### config.mk
export PLATFORM = sky130hd
export DESIGN_NAME = pgm_ddr_hub
export DESIGN_NICKNAME = d
export VERILOG_FILES = /design/src/logic/pgm_ddr_pkg.sv /design/src/logic/pgm_ddr_hub.sv /design/src/logic/ddr_bus_mux.sv /design/src/logic/ddr_read_arbiter.sv /design/src/logic/ddr_loader_latch.sv
export SDC_FILE = /design/constraint.sdc
export NUM_CORES = 1
export LEC_CHECK = 0
export ABC_AREA = 1
export BUFFER_PORTS_ARGS = -buffer_cell sky130_fd_sc_hd__clkbuf_2
export CAP_MARGIN = 20
export CELL_PAD_IN_SITES_DETAIL_PLACEMENT = 0
export CELL_PAD_IN_SITES_GLOBAL_PLACEMENT = 1
export CORE_UTILIZATION = 32
export CTS_CLUSTER_SIZE = 12
export DETAILED_ROUTE_END_ITERATION = 8
export HOLD_SLACK_MARGIN = 0.03
export PLACE_DENSITY = 0.86
export SLEW_MARGIN = 15
export SYNTH_ARGS = -nofsm -noshare
export SYNTH_HDL_FRONTEND = slang
export SYNTH_HIERARCHICAL = 1
export SYNTH_SLANG_ARGS = --single-unit
### constraint.sdc
create_clock -name fixed_50m_clk -period 4.3 [get_ports fixed_50m_clk]
set_input_delay 0.43 -clock fixed_50m_clk [delete_from_list [all_inputs] [get_ports fixed_50m_clk]]
set_output_delay 0.43 -clock fixed_50m_clk [all_outputs]
set_load 0.005 [all_outputs]
### src/logic/pgm_ddr_pkg.sv
`default_nettype none

package pgm_ddr_pkg;

    // DDRAM port geometry
    localparam int ddr_addr_w = 29; // Line address, one line is 8 bytes
    localparam int ddr_data_w = 64; // One full line
    localparam int ddr_be_w   = 8;  // One enable per byte lane

    // Requester address widths
    localparam int cpu_addr_w   = 24; // 68000 byte address
    localparam int ioctl_addr_w = 27; // Loader byte address

    // Only this ioctl target lands in DDRAM
    localparam logic [7:0] rom_index = 8'd0;

    // Reads always fetch the whole line
    localparam logic [ddr_be_w-1:0] be_read_all = '1;

    // One command on the physical port
    typedef struct packed {
        logic                  rd;   // Read strobe
        logic                  we;   // Write strobe
        logic [ddr_addr_w-1:0] addr; // Line address
        logic [ddr_data_w-1:0] din;  // Write data
        logic [ddr_be_w-1:0]   be;   // Byte enables
    } ddr_cmd_t;

    // Read request from a line client
    typedef struct packed {
        logic                  req;  // Held until ack
        logic [ddr_addr_w-1:0] addr; // Line address
    } rd_req_t;

    // Arbiter grant
    // Idle doubles as the state where acks are allowed to drain
    typedef enum logic [1:0] {
        arb_idle,
        arb_cpu,
        arb_video,
        arb_audio
    } arb_state_t;

endpackage

`default_nettype wire
### src/logic/pgm_ddr_hub.sv
`timescale 1ns/1ns
`default_nettype none

module pgm_ddr_hub (
    input  wire logic                                 fixed_50m_clk,
    input  wire logic                                 reset,
    // ROM loader
    input  wire logic                                 ioctl_download,
    input  wire logic                                 ioctl_wr,
    input  wire logic [pgm_ddr_pkg::ioctl_addr_w-1:0] ioctl_addr,
    input  wire logic [15:0]                          ioctl_dout,
    input  wire logic [7:0]                           ioctl_index,
    output logic                                      ioctl_wait,
    // Main CPU
    input  wire logic                                 cpu_req,
    input  wire logic [pgm_ddr_pkg::cpu_addr_w-1:0]   cpu_addr,
    output logic                                      cpu_ack,
    output logic [15:0]                               cpu_rdata,
    // Video engine and sound chip, shared line output
    input  wire pgm_ddr_pkg::rd_req_t                 vid_req,
    output logic                                      vid_ack,
    input  wire pgm_ddr_pkg::rd_req_t                 aud_req,
    output logic                                      aud_ack,
    output logic [pgm_ddr_pkg::ddr_data_w-1:0]        line_data,
    // DDRAM port
    output logic                                      ddram_rd,
    output logic                                      ddram_we,
    output logic [pgm_ddr_pkg::ddr_addr_w-1:0]        ddram_addr,
    output logic [pgm_ddr_pkg::ddr_data_w-1:0]        ddram_din,
    output logic [pgm_ddr_pkg::ddr_be_w-1:0]          ddram_be,
    input  wire logic [pgm_ddr_pkg::ddr_data_w-1:0]   ddram_dout,
    input  wire logic                                 ddram_busy,
    input  wire logic                                 ddram_dout_ready
);

    pgm_ddr_pkg::ddr_cmd_t ld_cmd;  // Loader write command
    pgm_ddr_pkg::ddr_cmd_t arb_cmd; // Arbiter read command

    // Write path from the loader
    ddr_loader_latch i_ddr_loader_latch (
        .fixed_50m_clk  (fixed_50m_clk),
        .reset          (reset),
        .ioctl_download (ioctl_download),
        .ioctl_wr       (ioctl_wr),
        .ioctl_addr     (ioctl_addr),
        .ioctl_dout     (ioctl_dout),
        .ioctl_index    (ioctl_index),
        .ddram_busy     (ddram_busy),
        .ld_cmd         (ld_cmd),
        .ioctl_wait     (ioctl_wait)
    );

    // Read path for the three clients
    ddr_read_arbiter i_ddr_read_arbiter (
        .fixed_50m_clk    (fixed_50m_clk),
        .reset            (reset),
        .ioctl_download   (ioctl_download),
        .cpu_req          (cpu_req),
        .cpu_addr         (cpu_addr),
        .vid_req          (vid_req),
        .aud_req          (aud_req),
        .ddram_dout       (ddram_dout),
        .ddram_busy       (ddram_busy),
        .ddram_dout_ready (ddram_dout_ready),
        .arb_cmd          (arb_cmd),
        .cpu_ack          (cpu_ack),
        .vid_ack          (vid_ack),
        .aud_ack          (aud_ack),
        .cpu_rdata        (cpu_rdata),
        .line_data        (line_data)
    );

    // One physical port
    ddr_bus_mux i_ddr_bus_mux (
        .ioctl_download (ioctl_download),
        .ld_cmd         (ld_cmd),
        .arb_cmd        (arb_cmd),
        .ddram_busy     (ddram_busy),
        .ddram_rd       (ddram_rd),
        .ddram_we       (ddram_we),
        .ddram_addr     (ddram_addr),
        .ddram_din      (ddram_din),
        .ddram_be       (ddram_be)
    );

endmodule

`default_nettype wire

### src/logic/ddr_bus_mux.sv
`timescale 1ns/1ns
`default_nettype none

module ddr_bus_mux (
    input  wire logic                               ioctl_download,
    input  wire pgm_ddr_pkg::ddr_cmd_t              ld_cmd,
    input  wire pgm_ddr_pkg::ddr_cmd_t              arb_cmd,
    input  wire logic                               ddram_busy,
    output logic                                    ddram_rd,
    output logic                                    ddram_we,
    output logic [pgm_ddr_pkg::ddr_addr_w-1:0]      ddram_addr,
    output logic [pgm_ddr_pkg::ddr_data_w-1:0]      ddram_din,
    output logic [pgm_ddr_pkg::ddr_be_w-1:0]        ddram_be
);

    pgm_ddr_pkg::ddr_cmd_t port_cmd; // Command after selection

    always_comb begin
        // Read side by default, never writes
        port_cmd    = arb_cmd;
        port_cmd.we = 1'b0;
        port_cmd.be = pgm_ddr_pkg::be_read_all;

        // Download hands the whole port to the loader
        if (ioctl_download) begin
            port_cmd = ld_cmd;
        end

        // A read is only valid while the port is free
        port_cmd.rd = port_cmd.rd && !ddram_busy;
    end

    // Write strobe stays up through busy, the controller holds it off
    assign ddram_rd   = port_cmd.rd;
    assign ddram_we   = port_cmd.we;
    assign ddram_addr = port_cmd.addr;
    assign ddram_din  = port_cmd.din;
    assign ddram_be   = port_cmd.be;

endmodule

`default_nettype wire

### src/logic/ddr_read_arbiter.sv
`timescale 1ns/1ns
`default_nettype none

module ddr_read_arbiter (
    input  wire logic                                 fixed_50m_clk,
    input  wire logic                                 reset,
    input  wire logic                                 ioctl_download,
    // CPU client, byte address
    input  wire logic                                 cpu_req,
    input  wire logic [pgm_ddr_pkg::cpu_addr_w-1:0]   cpu_addr,
    // Line clients
    input  wire pgm_ddr_pkg::rd_req_t                 vid_req,
    input  wire pgm_ddr_pkg::rd_req_t                 aud_req,
    // Port return path
    input  wire logic [pgm_ddr_pkg::ddr_data_w-1:0]   ddram_dout,
    input  wire logic                                 ddram_busy,
    input  wire logic                                 ddram_dout_ready,
    output pgm_ddr_pkg::ddr_cmd_t                     arb_cmd,
    output logic                                      cpu_ack,
    output logic                                      vid_ack,
    output logic                                      aud_ack,
    output logic [15:0]                               cpu_rdata,
    output logic [pgm_ddr_pkg::ddr_data_w-1:0]        line_data
);

    pgm_ddr_pkg::arb_state_t                state;
    logic                                   issued;    // Read pulse already sent
    logic                                   read_done; // Line arrives for current grant
    logic [pgm_ddr_pkg::ddr_data_w-1:0]     line_buf;  // Last captured line
    logic [pgm_ddr_pkg::ddr_addr_w-1:0]     cpu_line;  // CPU byte address as a line
    logic [pgm_ddr_pkg::ddr_addr_w-1:0]     rd_addr;
    logic [15:0]                            cpu_word;

    assign cpu_line = pgm_ddr_pkg::ddr_addr_w'(cpu_addr[pgm_ddr_pkg::cpu_addr_w-1:3]);

    // Ready only counts once the pulse went out
    assign read_done = (state != pgm_ddr_pkg::arb_idle) && issued && ddram_dout_ready;

    always_ff @(posedge fixed_50m_clk) begin
        if (reset) begin
            state   <= pgm_ddr_pkg::arb_idle;
            issued  <= 1'b0;
            cpu_ack <= 1'b0;
            vid_ack <= 1'b0;
            aud_ack <= 1'b0;
        end else begin
            // Ack falls one edge after the client lets go of req
            if (!cpu_req)     cpu_ack <= 1'b0;
            if (!vid_req.req) vid_ack <= 1'b0;
            if (!aud_req.req) aud_ack <= 1'b0;

            if (ioctl_download) begin
                state  <= pgm_ddr_pkg::arb_idle; // Loader owns the port
                issued <= 1'b0;
            end else begin
                case (state)
                    pgm_ddr_pkg::arb_idle: begin
                        issued <= 1'b0;
                        // Fixed priority, a client still holding ack waits its turn
                        if (cpu_req && !cpu_ack) begin
                            state <= pgm_ddr_pkg::arb_cpu;
                        end else if (vid_req.req && !vid_ack) begin
                            state <= pgm_ddr_pkg::arb_video;
                        end else if (aud_req.req && !aud_ack) begin
                            state <= pgm_ddr_pkg::arb_audio;
                        end
                    end

                    default: begin
                        // Pulse goes out in the first non-busy cycle
                        if (!issued && !ddram_busy) issued <= 1'b1;
                        if (read_done) begin
                            state <= pgm_ddr_pkg::arb_idle;
                            case (state)
                                pgm_ddr_pkg::arb_cpu:   cpu_ack <= 1'b1;
                                pgm_ddr_pkg::arb_video: vid_ack <= 1'b1;
                                default:                aud_ack <= 1'b1;
                            endcase
                        end
                    end
                endcase
            end
        end
    end

    // Captured line, kept until the next completed read
    always_ff @(posedge fixed_50m_clk) begin
        if (read_done) line_buf <= ddram_dout;
    end

    // Address of the granted client
    always_comb begin
        case (state)
            pgm_ddr_pkg::arb_cpu:   rd_addr = cpu_line;
            pgm_ddr_pkg::arb_video: rd_addr = vid_req.addr;
            pgm_ddr_pkg::arb_audio: rd_addr = aud_req.addr;
            default:                rd_addr = vid_req.addr; // Don't care while idle
        endcase
    end

    always_comb begin
        arb_cmd      = '0;
        // Busy gating happens on the port side
        arb_cmd.rd   = !ioctl_download && (state != pgm_ddr_pkg::arb_idle) && !issued;
        arb_cmd.we   = 1'b0;
        arb_cmd.addr = rd_addr;
        arb_cmd.din  = '0;
        arb_cmd.be   = pgm_ddr_pkg::be_read_all;
    end

    // Bits 2:1 pick the 16-bit word in the line
    assign cpu_word  = line_buf[{cpu_addr[2:1], 4'b0000} +: 16];
    assign cpu_rdata = {cpu_word[7:0], cpu_word[15:8]}; // 68000 is big endian

    assign line_data = line_buf; // Video and audio take the whole line

endmodule

`default_nettype wire

### src/logic/ddr_loader_latch.sv
`timescale 1ns/1ns
`default_nettype none

module ddr_loader_latch (
    input  wire logic                                 fixed_50m_clk,
    input  wire logic                                 reset,
    input  wire logic                                 ioctl_download,
    input  wire logic                                 ioctl_wr,
    input  wire logic [pgm_ddr_pkg::ioctl_addr_w-1:0] ioctl_addr,
    input  wire logic [15:0]                          ioctl_dout,
    input  wire logic [7:0]                           ioctl_index,
    input  wire logic                                 ddram_busy,
    output pgm_ddr_pkg::ddr_cmd_t                     ld_cmd,
    output logic                                      ioctl_wait
);

    logic                                 wr_pending; // Write waiting for the port
    logic                                 wr_accept;
    logic [pgm_ddr_pkg::ddr_addr_w-1:0]   wr_addr;    // Held line address
    logic [pgm_ddr_pkg::ddr_data_w-1:0]   wr_data;    // Held word, all four lanes
    logic [pgm_ddr_pkg::ddr_be_w-1:0]     wr_be;      // One byte pair enabled

    // New word taken only when the previous one has gone out
    assign wr_accept = ioctl_download && ioctl_wr
                     && (ioctl_index == pgm_ddr_pkg::rom_index)
                     && !wr_pending;

    always_ff @(posedge fixed_50m_clk) begin
        if (reset || !ioctl_download) begin
            wr_pending <= 1'b0; // Leaving download drops any stale write
        end else if (wr_accept) begin
            wr_pending <= 1'b1;
        end else if (wr_pending && !ddram_busy) begin
            wr_pending <= 1'b0; // Port took it on this edge
        end
    end

    // Payload only, control lives above
    always_ff @(posedge fixed_50m_clk) begin
        if (wr_accept) begin
            wr_addr <= pgm_ddr_pkg::ddr_addr_w'(ioctl_addr[pgm_ddr_pkg::ioctl_addr_w-1:3]);
            wr_data <= {4{ioctl_dout}};
            // Bits 2:1 pick the 16-bit lane inside the line
            wr_be   <= pgm_ddr_pkg::ddr_be_w'(2'b11) << {ioctl_addr[2:1], 1'b0};
        end
    end

    always_comb begin
        ld_cmd      = '0;
        ld_cmd.rd   = 1'b0;       // Loader never reads
        ld_cmd.we   = wr_pending;
        ld_cmd.addr = wr_addr;
        ld_cmd.din  = wr_data;
        ld_cmd.be   = wr_be;
    end

    // Stall the loader until the held write is gone
    assign ioctl_wait = wr_pending;

endmodule

`default_nettype wire

Word-level counts from Yosys, hierarchy flattened
Index checks and enable logic that the tools add are counted.
{ "classes": {"shifts": 2, "mux": 24, "n_eq_ne": 4, "reduce_logical": 30} }
{ "ops": {"columns": ["operator", "count"], "rows": [
  ["2-to-1 mux 103 bit", 1],
  ["indexed part select 64 x 7 -> 16 bit", 1],
  ["one-hot mux 29 bit (2 select lines)", 1],
  ["2-to-1 mux 1 bit", 17],
  ["logical AND 1 bit", 13],
  ["2-to-1 mux 2 bit", 5],
  ["logical NOT 8 bit", 1],
  ["<< shifter 2 x 3 -> 8 bit, first input constant", 1],
  ["logical NOT 1 bit", 7],
  ["nonzero test 2 bit", 3],
  ["equality test 2 bit, second input constant", 2],
  ["inequality test 4 x 1 -> 1 bit, second input constant", 1],
  ["OR reduction 2 bit", 2],
  ["OR reduction 3 bit", 1],
  ["equality test 2 x 1 -> 1 bit, second input constant", 1],
  ["logical NOT 2 bit", 1],
  ["AND reduction 2 bit", 1],
  ["logical OR 1 bit", 1]
]} }
{ "totals": {"out_inout_bits": 187, "elab_cells": 70, "ff_bits": 167} }

Logic depth before layout (Yosys ltp)
{ "logic_depth": {"depth_word": 6, "depth_mapped": 9} }

By module
Netlist, hierarchy kept.
{ "by_module_without_submodules": {"columns": ["module", "n_inst", "area_each_um2", "seq_area_each_um2", "cells_per_inst"], "rows": [
  ["ddr_read_arbiter", 1, 3749.8, 2042.0, 368],
  ["ddr_loader_latch", 1, 1910.6, 1341.3, 132],
  ["ddr_bus_mux", 1, 1562.7, 0.0, 325]
]} }

Worst setup path before layout
No wires, ideal clock.
{ "synth_path": {"path_kind": "reg2reg", "from": "register i_ddr_read_arbiter.state[0]", "to": "register i_ddr_read_arbiter.line_buf, in the netlist i_ddr_read_arbiter/line_data[0], enable pin", "required_time_ps": 3809, "arrival_ps": 3475, "setup_ps": 491, "path_stages_with_launch": 4, "path_slack_ps": 334, "path_buffers": 0, "path_cell_list": "dfxtp_1 > inv_1 > ha_1 > nor2_1"} }
{ "synth_between": {"elab_chain_cells": 3} }
{ "synth_lines": {"columns": ["item", "line", "text"], "rows": [
  ["start: declaration", "ddr_read_arbiter.sv:26", "pgm_ddr_pkg::arb_state_t state;"],
  ["start signal: assignment", "ddr_read_arbiter.sv:41", "state <= pgm_ddr_pkg::arb_idle;"],
  ["start signal: assignment", "ddr_read_arbiter.sv:53", "state <= pgm_ddr_pkg::arb_idle;"],
  ["start signal: assignment", "ddr_read_arbiter.sv:61", "state <= pgm_ddr_pkg::arb_cpu;"],
  ["nonzero test 2 bit", "ddr_read_arbiter.sv:37", "assign read_done = (state != pgm_ddr_pkg::arb_idle) && issued && ddram_dout_ready;"],
  ["logical AND 1 bit (2 in a row)", "ddr_read_arbiter.sv:37", null],
  ["net i_ddr_read_arbiter.read_done", "ddr_read_arbiter.sv:28", "logic read_done;"],
  ["end signal: assignment", "ddr_read_arbiter.sv:88", "if (read_done) line_buf <= ddram_dout;"],
  ["end: declaration", "ddr_read_arbiter.sv:29", "logic [pgm_ddr_pkg::ddr_data_w-1:0] line_buf;"]
]} }
The timed path passes the listed nets, and every way through them passes these cells.
A chain may end at the register's enable or synchronous reset.

==> flow_summary.yaml <==
setup_path:
  crit_end: "ddram_addr[17]"
  arrival_ns: 2.75
  worst-r2r-setup-slack_ns: 2.27
  path_class: "reg -> out"
  ff2ff_path_depth: 6
  r2r_start: "i_ddr_read_arbiter/state[0]"
  cp_data_required_time_ns: 3.87
  rr_endpoint: "i_ddr_read_arbiter/cpu_ack"
  critPathLaunch: "i_ddr_read_arbiter/state[0]"
  cp-end-kind: "output port"
  cp_max_fo: 30
  startpoint_type: "flop"
placed_design:
  io_buffer_count: 390
  pre_cts_ws_ns: 1.55
  place_inst: 1397
  hpwl_mm: 15.8
  place_congestion: 0.804
cells_and_area:
  finalNetCount: 1347
  fill_cells: 2238
  area_growth_pct: 27.4
  diodes: 0
  layout.cells.non_filler: 1429
  drive_gt1_frac: 0.407
timing:
  hold_viol: 0
  skew_ns: 0.0110
  finalMaxSlewViolations: 0
  worst_slack_ns: 1.12
  setup_viol: 0
  grt_setup_unrepaired: "no"
  slew-limit-headroom: 0.433
  fin_setup_tns_ns: 0
  fin_hold_ws_ns: 0.184
  fmax_ghz: 0.315
  tightest_slew_ns: 0.851
  finalCriticalPeriod_ns: 3.18
  period_share: 0.739
cts:
  clock_tree.buffer_depth: 2
  cts_tree: "yes"
  clock_latency_ns: 0.42
  cts.repair.resized: 0
  cts-root-buf: "clkbuf_16"
  htreeDepth: 4
  cts_buffers: 17
  clk_pin_slew_ns: 0.07
  ctsHoldBuffers: 0
  cts.sinks: 115
  cts_setup_buffers: 0
logic_synthesis:
  yosysWarnings: 6
  syn_area_per_cell_um2: 8.78
  synth_area_um2: 7150
  netlist_instances: 815
drt:
  drc_errors: 0
  drt_iter0_markers: 217
  vias_per_cell: 4.29
  wl_mm: 20.4
  via_count: 6125
  routedWlPerCell_um: 14.3
  ant_nets: 0
  dr.pass1.iters: 5
floorplanning:
  dieArea_um2: 23000
  core_area_um2: 21900
  chipWidth_um: 151
  start_util: 0.327
  die_h_um: 151
  ios: 393
  rows: 54
worst_hold_path:
  worst_hold_path_type: "in -> reg"
job:
  max_cap_viol_count: 0
power:
  p_switching_w: 0.000793
  clockPowerShare: 0.457
  intPower_w: 0.00215
  leakage_nw: 4.31
  pwr-share-seq: 0.417
  ir_drop_mv: 0.239
  switching_share: 0.269
  powerDensity_nw_per_um2: 323
  p_total_w: 0.00295
  pwr-share-comb: 0.127
global_route:
  grt.total_usage: 0.167
  grt_pass1_vias: 5373
  grt_overflow: 0
  antenna_found_initial: 0
  grt_max_degree: 106
  grt_pass1_wl_mm: 28.4
run_status:
  outcome: "finished, final reports clean"
## per-stage QoR
stage	cell area, um2	utilization
finish	9110	0.416
global route	9110	0.416
CTS	9110	0.416
detailed placement	8560	0.391
global placement	8560	0.391
floorplan	7410	-
## cell usage in the layout, fill, tap and decap left out
cell	n
clkinv_4	4
nand3_1	32
a21oi_2	1
and2_0	1
inv_6	3
edfxtp_1	108
a22oi_1	14
o22ai_1	16
dfxtp_1	7
a22o_1	8
clkbuf_1	1
nor2_1	45
a211oi_1	1
conb_1	70
nand4_1	1
nor2_4	2
o21ai_2	30
o21ai_0	67
a21oi_1	5
clkinvlp_4	4
nand2_1	152
inv_1	118
inv_2	2
nand3b_1	1
or2_2	1
clkbuf_16	17
nor2_2	3
ha_1	5
buf_4	7
buf_6	1
clkbuf_2	389
nand3_2	1
inv_8	3
o21ai_1	29
## critical path: stages (launching register included)
cell	delay, ns
dfxtp_1	0.42
ha_1	0.17
buf_4	0.32
nor2_2	0.07
buf_4	0.24
inv_1	0.52
nand3_1	0.14
nand2_1	0.10
inv_1	0.05
o21ai_2	0.15
clkbuf_2	0.15
## flip-flops by register name (all words and copies together), names as in the netlist
name,count
i_ddr_read_arbiter/cpu_ack,1
i_ddr_read_arbiter/line_data,64
i_ddr_loader_latch/wr_data,16
i_ddr_read_arbiter/vid_ack,1
i_ddr_loader_latch/wr_addr,24
i_ddr_loader_latch/wr_be,4
i_ddr_read_arbiter/aud_ack,1
i_ddr_read_arbiter/state,2
i_ddr_loader_latch/ioctl_wait,1
i_ddr_read_arbiter/issued,1
## worst min-delay path by stage
stage | slack [ns] | depth (start not counted) | endpoint | start
after CTS | 0.17 | 1 | i_ddr_read_arbiter/line_data[51] | ddram_dout[51]
after detailed placement | 0.46 | 2 | i_ddr_read_arbiter/issued | i_ddr_read_arbiter/issued
after global placement | 0.45 | 2 | i_ddr_read_arbiter/issued | i_ddr_read_arbiter/issued
after global routing | 0.16 | 1 | i_ddr_read_arbiter/line_data[51] | ddram_dout[51]
final | 0.18 | 1 | i_ddr_read_arbiter/line_data[51] | ddram_dout[51]
after floorplan | 0.44 | 2 | i_ddr_read_arbiter/issued | i_ddr_read_arbiter/issued
## final cells by class
| class | instances | area (um2) | share of cell area |
|---|---|---|---|
| repair buffers | 397 | 2010 | 0.221 |
| multi-input cells | 485 | 2360 | 0.259 |
| well taps | 280 | 350 | 0.0385 |
| inverters | 120 | 450 | 0.0494 |
| clock inverters | 14 | 125 | 0.0137 |
| clock buffers | 18 | 429 | 0.0471 |
| flip-flops and latches | 115 | 3380 | 0.371 |
## layer usage
layer / global-route usage / wire, um / part of all wire / vias up
li1: - / - / - / 3119
met1: 0.194 / 8000 / 0.39 / 2718
met2: 0.289 / 10200 / 0.50 / 270
met3: 0.0521 / 1870 / 0.092 / 18
met4: 0.0579 / 332 / 0.016 / 0
met5: 0 / 0 / 0 / -
## power groups by stage
| stage | clock network (W) | logic [W] | registers (W) |
|---|---|---|---|
| after floorplan | 0 | 0.000241 | 0.00125 |
| after CTS | 0.00139 | 0.000374 | 0.00123 |
| after global routing | 0.00143 | 0.000426 | 0.00123 |
| after detailed placement | 0 | 0.000373 | 0.00125 |
| after global placement | 0 | 0.000368 | 0.00125 |
| final | 0.00135 | 0.000373 | 0.00123 |
Power figures use the tool's default switching activity.
